### src/source/scr_frame_pkg.sv
// Frame beat types
package scr_frame_pkg;

    // width of the payload field inside the beat structs
    localparam int unsigned beat_data_w = 64;

    // what an output beat carries
    typedef enum logic {
        kind_data = 1'b0, // scrambled data word
        kind_crc  = 1'b1  // unscrambled inverted CRC-32 in the low bits
    } beat_kind_e;

    // one word on the input stream
    typedef struct packed {
        logic [beat_data_w-1:0] data; // raw payload
        logic                   last; // final word of the frame
    } in_beat_t;

    // one word on the output stream
    typedef struct packed {
        logic [beat_data_w-1:0] data; // scrambled word or zero-extended CRC
        beat_kind_e             kind; // tag for the sink
        logic                   last; // only on the CRC beat
    } out_beat_t;

    // combiner control
    typedef enum logic {
        st_stream = 1'b0, // passing data words
        st_crc    = 1'b1  // last word taken, CRC beat not yet in the slot
    } comb_state_e;

endpackage : scr_frame_pkg

### src/source/scr_lfsr_pkg.sv
// LFSR and CRC constants
package scr_lfsr_pkg;

    // form of the unrolled shift in lfsr_step
    typedef enum logic {
        mode_fibonacci = 1'b0, // feedback from taps into bit 0, used by the scrambler
        mode_galois    = 1'b1  // feedback xor'd along the register, used by the CRC
    } lfsr_mode_e;

    // 64b66b self-synchronous scrambler, x^58 + x^39 + 1
    localparam int unsigned scr_w = 58; // scrambler state width

    // top term x^58 is implied by the width
    localparam logic [scr_w-1:0] scr_poly = 58'h8000000001;

    // seed loaded at reset, never reloaded afterwards
    localparam logic [scr_w-1:0] scr_init = '1;

    // ethernet CRC-32
    localparam int unsigned crc_w = 32; // remainder width

    // normal (msb first) form, the lane reflects it through REVERSE
    localparam logic [crc_w-1:0] crc_poly = 32'h04c11db7;

    // remainder at the start of every frame
    localparam logic [crc_w-1:0] crc_init = '1;

endpackage : scr_lfsr_pkg

### src/source/crc_lane.sv
// CRC-32 frame lane
`timescale 1ns/100ps

module crc_lane import scr_lfsr_pkg::*, scr_frame_pkg::*; #(
    parameter int unsigned DATA_W = 64 // bits of the word covered by the CRC
) (
    input  logic             clk,
    input  logic             rst,
    input  logic             adv,         // word accepted this cycle
    input  logic             frame_start, // accepted word opens a frame
    input  in_beat_t         data_in,     // raw word with its last flag
    output logic [crc_w-1:0] crc_value    // inverted result of the last frame
);

    logic [crc_w-1:0] rem_q;    // running remainder, reflected
    logic [crc_w-1:0] rem_seed; // remainder the word is folded into
    logic [crc_w-1:0] rem_next; // remainder after this word

    assign rem_seed = frame_start ? crc_init : rem_q; // reseed on the first word

    lfsr_step #(
        .DATA_W  (DATA_W),
        .LFSR_W  (crc_w),
        .POLY    (crc_poly),
        .MODE    (mode_galois),
        .REVERSE (1'b1)
    ) u_step (
        .data_in   (data_in.data[DATA_W-1:0]),
        .state_in  (rem_seed),
        .data_out  (),
        .state_out (rem_next)
    );

    always_ff @(posedge clk) begin
        if (rst) begin
            rem_q <= crc_init;
        end else if (adv) begin
            rem_q <= rem_next;
        end
    end

    // result register, written once per frame
    always_ff @(posedge clk) begin
        if (rst) begin
            crc_value <= '0;
        end else if (adv && data_in.last) begin
            crc_value <= ~rem_next; // ethernet FCS is the complement
        end
    end

endmodule : crc_lane

### src/source/frame_combiner.sv
// Data and CRC beat combiner
`timescale 1ns/100ps

module frame_combiner import scr_frame_pkg::*; #(
    parameter int unsigned DATA_W = 64 // scrambled word width
) (
    input  logic              clk,
    input  logic              rst,
    input  logic              in_valid,
    input  logic              in_last,     // accepted word closes its frame
    output logic              in_ready,
    output logic              adv,         // input transfer, steps both lanes
    output logic              frame_start, // next accepted word opens a frame
    input  logic [DATA_W-1:0] scr_data,    // registered scrambler output
    input  logic [31:0]       crc_value,   // registered inverted CRC
    output out_beat_t         out_beat,
    output logic              out_valid,
    input  logic              out_ready
);

    comb_state_e state_q;   // input gating state
    beat_kind_e  kind_q;    // what the output slot holds
    logic        slot_free; // slot empty or draining this cycle
    logic        crc_load;  // CRC beat enters the slot this cycle

    assign slot_free = !out_valid || out_ready;
    assign in_ready  = (state_q == st_stream) && slot_free; // blocked until CRC is queued
    assign adv       = in_valid && in_ready;
    assign crc_load  = (state_q == st_crc) && slot_free; // last data beat leaving

    // beat fields come from the lane registers, which hold while the slot waits
    always_comb begin
        out_beat.kind = kind_q;
        out_beat.last = (kind_q == kind_crc); // frame end marker
        if (kind_q == kind_crc) begin
            out_beat.data = beat_data_w'(crc_value); // zeros above bit 31
        end else begin
            out_beat.data = beat_data_w'(scr_data);
        end
    end

    always_ff @(posedge clk) begin
        if (rst) begin
            state_q     <= st_stream;
            kind_q      <= kind_data;
            out_valid   <= 1'b0;
            frame_start <= 1'b1; // first word after reset opens a frame
        end else begin
            if (adv) begin
                out_valid <= 1'b1;      // lanes load on the same edge
                kind_q    <= kind_data;
                if (in_last) begin
                    state_q <= st_crc; // hold input until CRC is out
                end
            end else if (crc_load) begin
                out_valid <= 1'b1;     // CRC beat follows straight after
                kind_q    <= kind_crc;
                state_q   <= st_stream;
            end else if (out_ready) begin
                out_valid <= 1'b0; // slot drained, nothing new
            end
            if (adv) begin
                frame_start <= 1'b0;
            end else if (crc_load) begin
                frame_start <= 1'b1; // next word reseeds the CRC
            end
        end
    end

endmodule : frame_combiner

### src/source/lfsr_step.sv
// Unrolled LFSR step
`timescale 1ns/100ps

module lfsr_step import scr_lfsr_pkg::*; #(
    parameter int unsigned       DATA_W  = 64,             // bits shifted per call
    parameter int unsigned       LFSR_W  = 58,             // register width
    parameter logic [LFSR_W-1:0] POLY    = 58'h8000000001, // top term implied
    parameter lfsr_mode_e        MODE    = mode_fibonacci, // shift form
    parameter bit                REVERSE = 1'b1            // lsb first, reflected register
) (
    input  logic [DATA_W-1:0] data_in,
    input  logic [LFSR_W-1:0] state_in,
    output logic [DATA_W-1:0] data_out,
    output logic [LFSR_W-1:0] state_out
);

    // mirror a polynomial for the reflected galois form
    function automatic logic [LFSR_W-1:0] bit_rev(input logic [LFSR_W-1:0] v);
        logic [LFSR_W-1:0] r;
        for (int j = 0; j < LFSR_W; j++) begin
            r[j] = v[LFSR_W-1-j];
        end
        return r;
    endfunction

    localparam logic [LFSR_W-1:0] POLY_REV = bit_rev(POLY); // poly seen from the lsb end

    always_comb begin
        logic [LFSR_W-1:0] s;   // register as it walks through the word
        logic              d;   // current data bit
        logic              fb;  // feedback bit of this shift
        int unsigned       idx; // data bit position for this shift
        s        = state_in;
        data_out = '0;
        for (int i = 0; i < DATA_W; i++) begin
            idx = REVERSE ? i : DATA_W - 1 - i; // lsb first when reversed
            d   = data_in[idx];
            if (MODE == mode_fibonacci) begin
                // top stage plus every tap below it
                fb            = s[LFSR_W-1] ^ (^(s[LFSR_W-2:0] & POLY[LFSR_W-1:1]));
                data_out[idx] = d ^ fb;                  // scrambled bit
                s             = {s[LFSR_W-2:0], d ^ fb}; // self-synchronous, output fed back
            end else if (REVERSE) begin
                fb            = s[0] ^ d;                           // bit leaving the low end
                data_out[idx] = fb;
                s             = (s >> 1) ^ ({LFSR_W{fb}} & POLY_REV); // reflected division
            end else begin
                fb            = s[LFSR_W-1] ^ d;                  // bit leaving the top
                data_out[idx] = fb;
                s             = (s << 1) ^ ({LFSR_W{fb}} & POLY); // normal division
            end
        end
        state_out = s;
    end

endmodule : lfsr_step

### src/source/scr_link_tx.sv
// Serial link transmit path
`timescale 1ns/100ps

module scr_link_tx import scr_frame_pkg::*; #(
    parameter int unsigned DATA_W = beat_data_w // payload width, 64 or 32
) (
    input  logic      clk,
    input  logic      rst,
    input  in_beat_t  in_beat,
    input  logic      in_valid,
    output logic      in_ready,
    output out_beat_t out_beat,
    output logic      out_valid,
    input  logic      out_ready
);

    logic              adv;         // input transfer
    logic              frame_start; // CRC reseed request
    logic [DATA_W-1:0] scr_data;    // scrambled word
    logic [31:0]       crc_value;   // inverted CRC of the closed frame

    scrambler_lane #(
        .DATA_W (DATA_W)
    ) u_scr (
        .clk      (clk),
        .rst      (rst),
        .adv      (adv),
        .data_in  (in_beat.data[DATA_W-1:0]),
        .scr_data (scr_data)
    );

    crc_lane #(
        .DATA_W (DATA_W)
    ) u_crc (
        .clk         (clk),
        .rst         (rst),
        .adv         (adv),
        .frame_start (frame_start),
        .data_in     (in_beat),
        .crc_value   (crc_value)
    );

    frame_combiner #(
        .DATA_W (DATA_W)
    ) u_comb (
        .clk         (clk),
        .rst         (rst),
        .in_valid    (in_valid),
        .in_last     (in_beat.last),
        .in_ready    (in_ready),
        .adv         (adv),
        .frame_start (frame_start),
        .scr_data    (scr_data),
        .crc_value   (crc_value),
        .out_beat    (out_beat),
        .out_valid   (out_valid),
        .out_ready   (out_ready)
    );

endmodule : scr_link_tx

### src/source/scrambler_lane.sv
// 64b66b scrambler lane
`timescale 1ns/100ps

module scrambler_lane import scr_lfsr_pkg::*; #(
    parameter int unsigned DATA_W = 64 // payload width
) (
    input  logic              clk,
    input  logic              rst,
    input  logic              adv,     // word accepted this cycle
    input  logic [DATA_W-1:0] data_in, // raw word
    output logic [DATA_W-1:0] scr_data // scrambled word, held between accepts
);

    logic [scr_w-1:0]  state_q;    // running scrambler state, spans frames
    logic [scr_w-1:0]  state_next; // state after this word
    logic [DATA_W-1:0] data_next;  // scrambled version of data_in

    lfsr_step #(
        .DATA_W  (DATA_W),
        .LFSR_W  (scr_w),
        .POLY    (scr_poly),
        .MODE    (mode_fibonacci),
        .REVERSE (1'b1)
    ) u_step (
        .data_in   (data_in),
        .state_in  (state_q),
        .data_out  (data_next),
        .state_out (state_next)
    );

    always_ff @(posedge clk) begin
        if (rst) begin
            state_q  <= scr_init; // fixed seed
            scr_data <= '0;
        end else if (adv) begin
            state_q  <= state_next; // only moves on a real transfer
            scr_data <= data_next;  // stays put while the output stalls
        end
    end

endmodule : scrambler_lane
### config.mk
export PLATFORM = sky130hd
export DESIGN_NAME = scr_link_tx
export DESIGN_NICKNAME = d
export VERILOG_FILES = /design/src/source/scr_frame_pkg.sv /design/src/source/scr_lfsr_pkg.sv /design/src/source/crc_lane.sv /design/src/source/frame_combiner.sv /design/src/source/lfsr_step.sv /design/src/source/scr_link_tx.sv /design/src/source/scrambler_lane.sv
export SDC_FILE = /design/constraint.sdc
export NUM_CORES = 1
export LEC_CHECK = 0
export BUFFER_PORTS_ARGS = -buffer_cell sky130_fd_sc_hd__buf_2
export CAP_MARGIN = 25
export CORE_AREA = 5 5 235 145
export DETAILED_ROUTE_END_ITERATION = 7
export DIE_AREA = 0 0 240 150
export GPL_TIMING_DRIVEN = 0
export PLACE_DENSITY = 0.7
export SLEW_MARGIN = 20
export SYNTH_ARGS = -nofsm -noshare
export SYNTH_HDL_FRONTEND = slang
export SYNTH_SLANG_ARGS = --single-unit
### constraint.sdc
create_clock -name clk -period 18.3 [get_ports clk]
set_input_delay 0.915 -clock clk [delete_from_list [all_inputs] [get_ports clk]]
set_output_delay 0.915 -clock clk [all_outputs]
set_load 0.01 [all_outputs]
==> flow_summary.ini <==
[outcome]
outcome = completed

[timing]
setup_violations = 0
fin_setup_tns_ns = 0
clock_skew_ns = 0.00811
fin_crit_sh_pct = 40.6
fin_crit_ns = 7.43
worst_slack_ns = 10.87
slew_headroom_pct = 27.4
fmaxAchievable_ghz = 0.135
hold_violations = 0
rsz0062_at_grt = false
slew_violations = 0
worstMarginPinSlew_ns = 1.09

[die]
die_area_um2 = 36000
die_h_um = 150
ioPinCount = 137
core_area_um2 = 31800
initial_core_util_pct = 49.1
die_w_um = 240
rows = 51

[setup_path]
end_kind = register
worstPathCellList = buf_2 -> xor2_1 -> xnor3_1 -> xnor2_1 -> xnor3_1 -> xnor3_1 -> xnor2_1 -> xor3_2 -> xnor2_2 -> xnor3_2 -> xor2_1 -> xnor2_1 -> xnor3_1 -> buf_6 -> xnor2_1 -> xnor2_1 -> o211ai_1
reg2reg_slack_ns = 10.95
crit_fanout = 10
endpoint = u_crc.rem_q[24]
worstRegToRegCells = 18
worstSetupPathType = input pin to register
cp.arrival_ns = 7.72
critPathLaunchType = input pin
crit_top_cell = xnor2_1
critPathMaxStageDelay_ns = 0.74
crit_required_ns = 18.60
crit_path_start = in_beat[5]
r2r_start = u_crc.rem_q[4]
crit_slowest_cell = xnor3_1
r2r-end = u_crc.rem_q[24]

[synthesis]
synth-main-ff-cell = dfxtp_1
synth_nets = 1603
syn_inst = 1534
synthArstFlopShare_pct = 0
synth_area_um2 = 15600
synth_top_area_share_pct = 24.3
yosys-top-cells-count = 343 x xnor2_1, 212 x nor2_1, 190 x dfxtp_1, 138 x a21oi_1, 130 x xnor3_1
synthTopCellsByArea = dfxtp_1 24%, xnor2_1 19%, xnor3_1 19%
yosysTopAreaCell = dfxtp_1
synthMostInstantiatedCell = xnor2_1
synth_seq_cells = 190
avgSynthCellArea_um2 = 10.2
seq_area_frac_synth_pct = 24.3
synth_warnings = 0
ys_types = 39
synth_edf_count = 0

[clock_network]
clock_latency_ns = 0.45
post-cts-setup-buffer-count = 0
htreeDepth = 4
ctsResizeCount = 0
cts_tree = built
cts_hold_buffers = 0
clk_pin_slew_ns = 0.08
cts_buffer_depth = 2
clock-root-buffer = clkbuf_16
clock-sinks = 190
cts_buffers = 17

[global_routing]
busiest_layer = met1
met1_usage_pct = 46.4
grt.total_usage_pct = 28.9
grt_use_met3_pct = 8.88
antenna_found_initial = 0
grt_max_degree = 20
grt_pass1_wl_um = 74700
grt_pass1_vias = 10974
grt_use_met2_pct = 38.4
gr-total-overflow = 0

[layout]
multi_input_area_um2 = 11500
seq_area_um2 = 3800
layout-drive-gt1-share_pct = 16.1
n_fill_cell = 2855
syn_to_final_growth_pct = 11.4
nets = 1752

[flow_run]
drv_cap = 0

[placement]
io_buffers = 130
place_ws_ns = 10.62
dp_hpwl_um = 44200
routabilityCongestion = 1.01

[min_path]
holdCritPathClass = register to register

[drt]
drt-total-wl_um = 53000
route.antenna.remaining_nets = 0
drc = 0
via_per_inst = 5.53
vias = 11719
wire_per_inst_um = 25.0
drt_iter0_markers = 1539
drt_pass1_iterations = 5
## final cells by class
type	instances	area share, %
clock buffer	17	2.44
sequential	190	21.8
multi-input combinational	1263	65.9
inverter	1	0.0216
antenna	1	0.0144
tap	424	3.05
clock inverter	15	1.01
timing repair buffer	130	3.74
buffer	80	1.96
## worst max-delay path, delay by kind of cell
family	cells	cell delay [ns]
xor gates and xnor gates	14	6.24
buffers and inverters	2	0.40
AOI/OAI and AO/OA	1	0.14
## kinds of logic after synthesis
family	count (synthesis)	synth area share (%)
flip-flops	190	24.3
XOR/XNOR	670	54.9
AND/OR/NAND/NOR	386	10.2
AO/OA/AOI/OAI	175	6.14
buffers and inverters	81	2.21
multiplexers	32	2.30
## layer usage
metal  vias up  part of all wire, %
li1       5288                    -
met1      5733                   47
met2       652                   39
met3        46                   14
met4         0                  1.2
met5         -                    0
## flip-flops by register name (all words and copies together) (netlist names)
name,flops
u_comb.frame_start,1
u_comb.kind_q,1
u_comb.out_valid,1
u_comb.state_q,1
u_crc.crc_value,32
u_crc.rem_q,32
u_scr.scr_data,64
u_scr.state_q,58
## cells in the final DEF (no fill, tap or decap), types with 8 or more instances in the layout
cell type / Yosys / routed
xnor3_1: 130 / 130
nand2_1: 111 / 111
xnor2_2: 26 / 26
dfxtp_1: 190 / 190
clkbuf_16: 0 / 17
mux2_2: 32 / 32
xnor2_1: 343 / 343
o211ai_1: 15 / 15
nor2b_1: 33 / 33
nor2_1: 212 / 212
xnor2_4: 8 / 8
xor2_1: 123 / 123
xor3_1: 16 / 16
a21oi_1: 138 / 138
nor3_1: 15 / 15
clkbuf_1: 57 / 57
xnor3_2: 14 / 14
buf_2: 12 / 142
## metrics by stage
stage | hold slack, ns | area (µm²) | instances | util, %
2_1_floorplan | 0.433 | 15600 | 1534 | -
3_5_place_dp | 0.447 | 16800 | 2088 | 52.8
4_1_cts | 0.458 | 17400 | 2120 | 54.7
5_1_grt | 0.483 | 17400 | 2120 | 54.7
3_3_place_gp | 0.442 | 16800 | 2088 | 52.8
6_report | 0.465 | 17400 | 2121 | 54.7
## worst min-delay path by stage
stage                              from                   to  depth (start not counted)
finish              u_crc.crc_value[31]  u_crc.crc_value[31]                          2
global route         u_crc.crc_value[6]   u_crc.crc_value[6]                          2
CTS                  u_crc.crc_value[6]   u_crc.crc_value[6]                          2
detailed placement   u_crc.crc_value[6]   u_crc.crc_value[6]                          2
global placement     u_crc.crc_value[0]   u_crc.crc_value[0]                          2
floorplan            u_crc.crc_value[0]   u_crc.crc_value[0]                          2
Power is not shown: default switching activity piles up to over one toggle a cycle in this logic, so the estimate is an artifact.
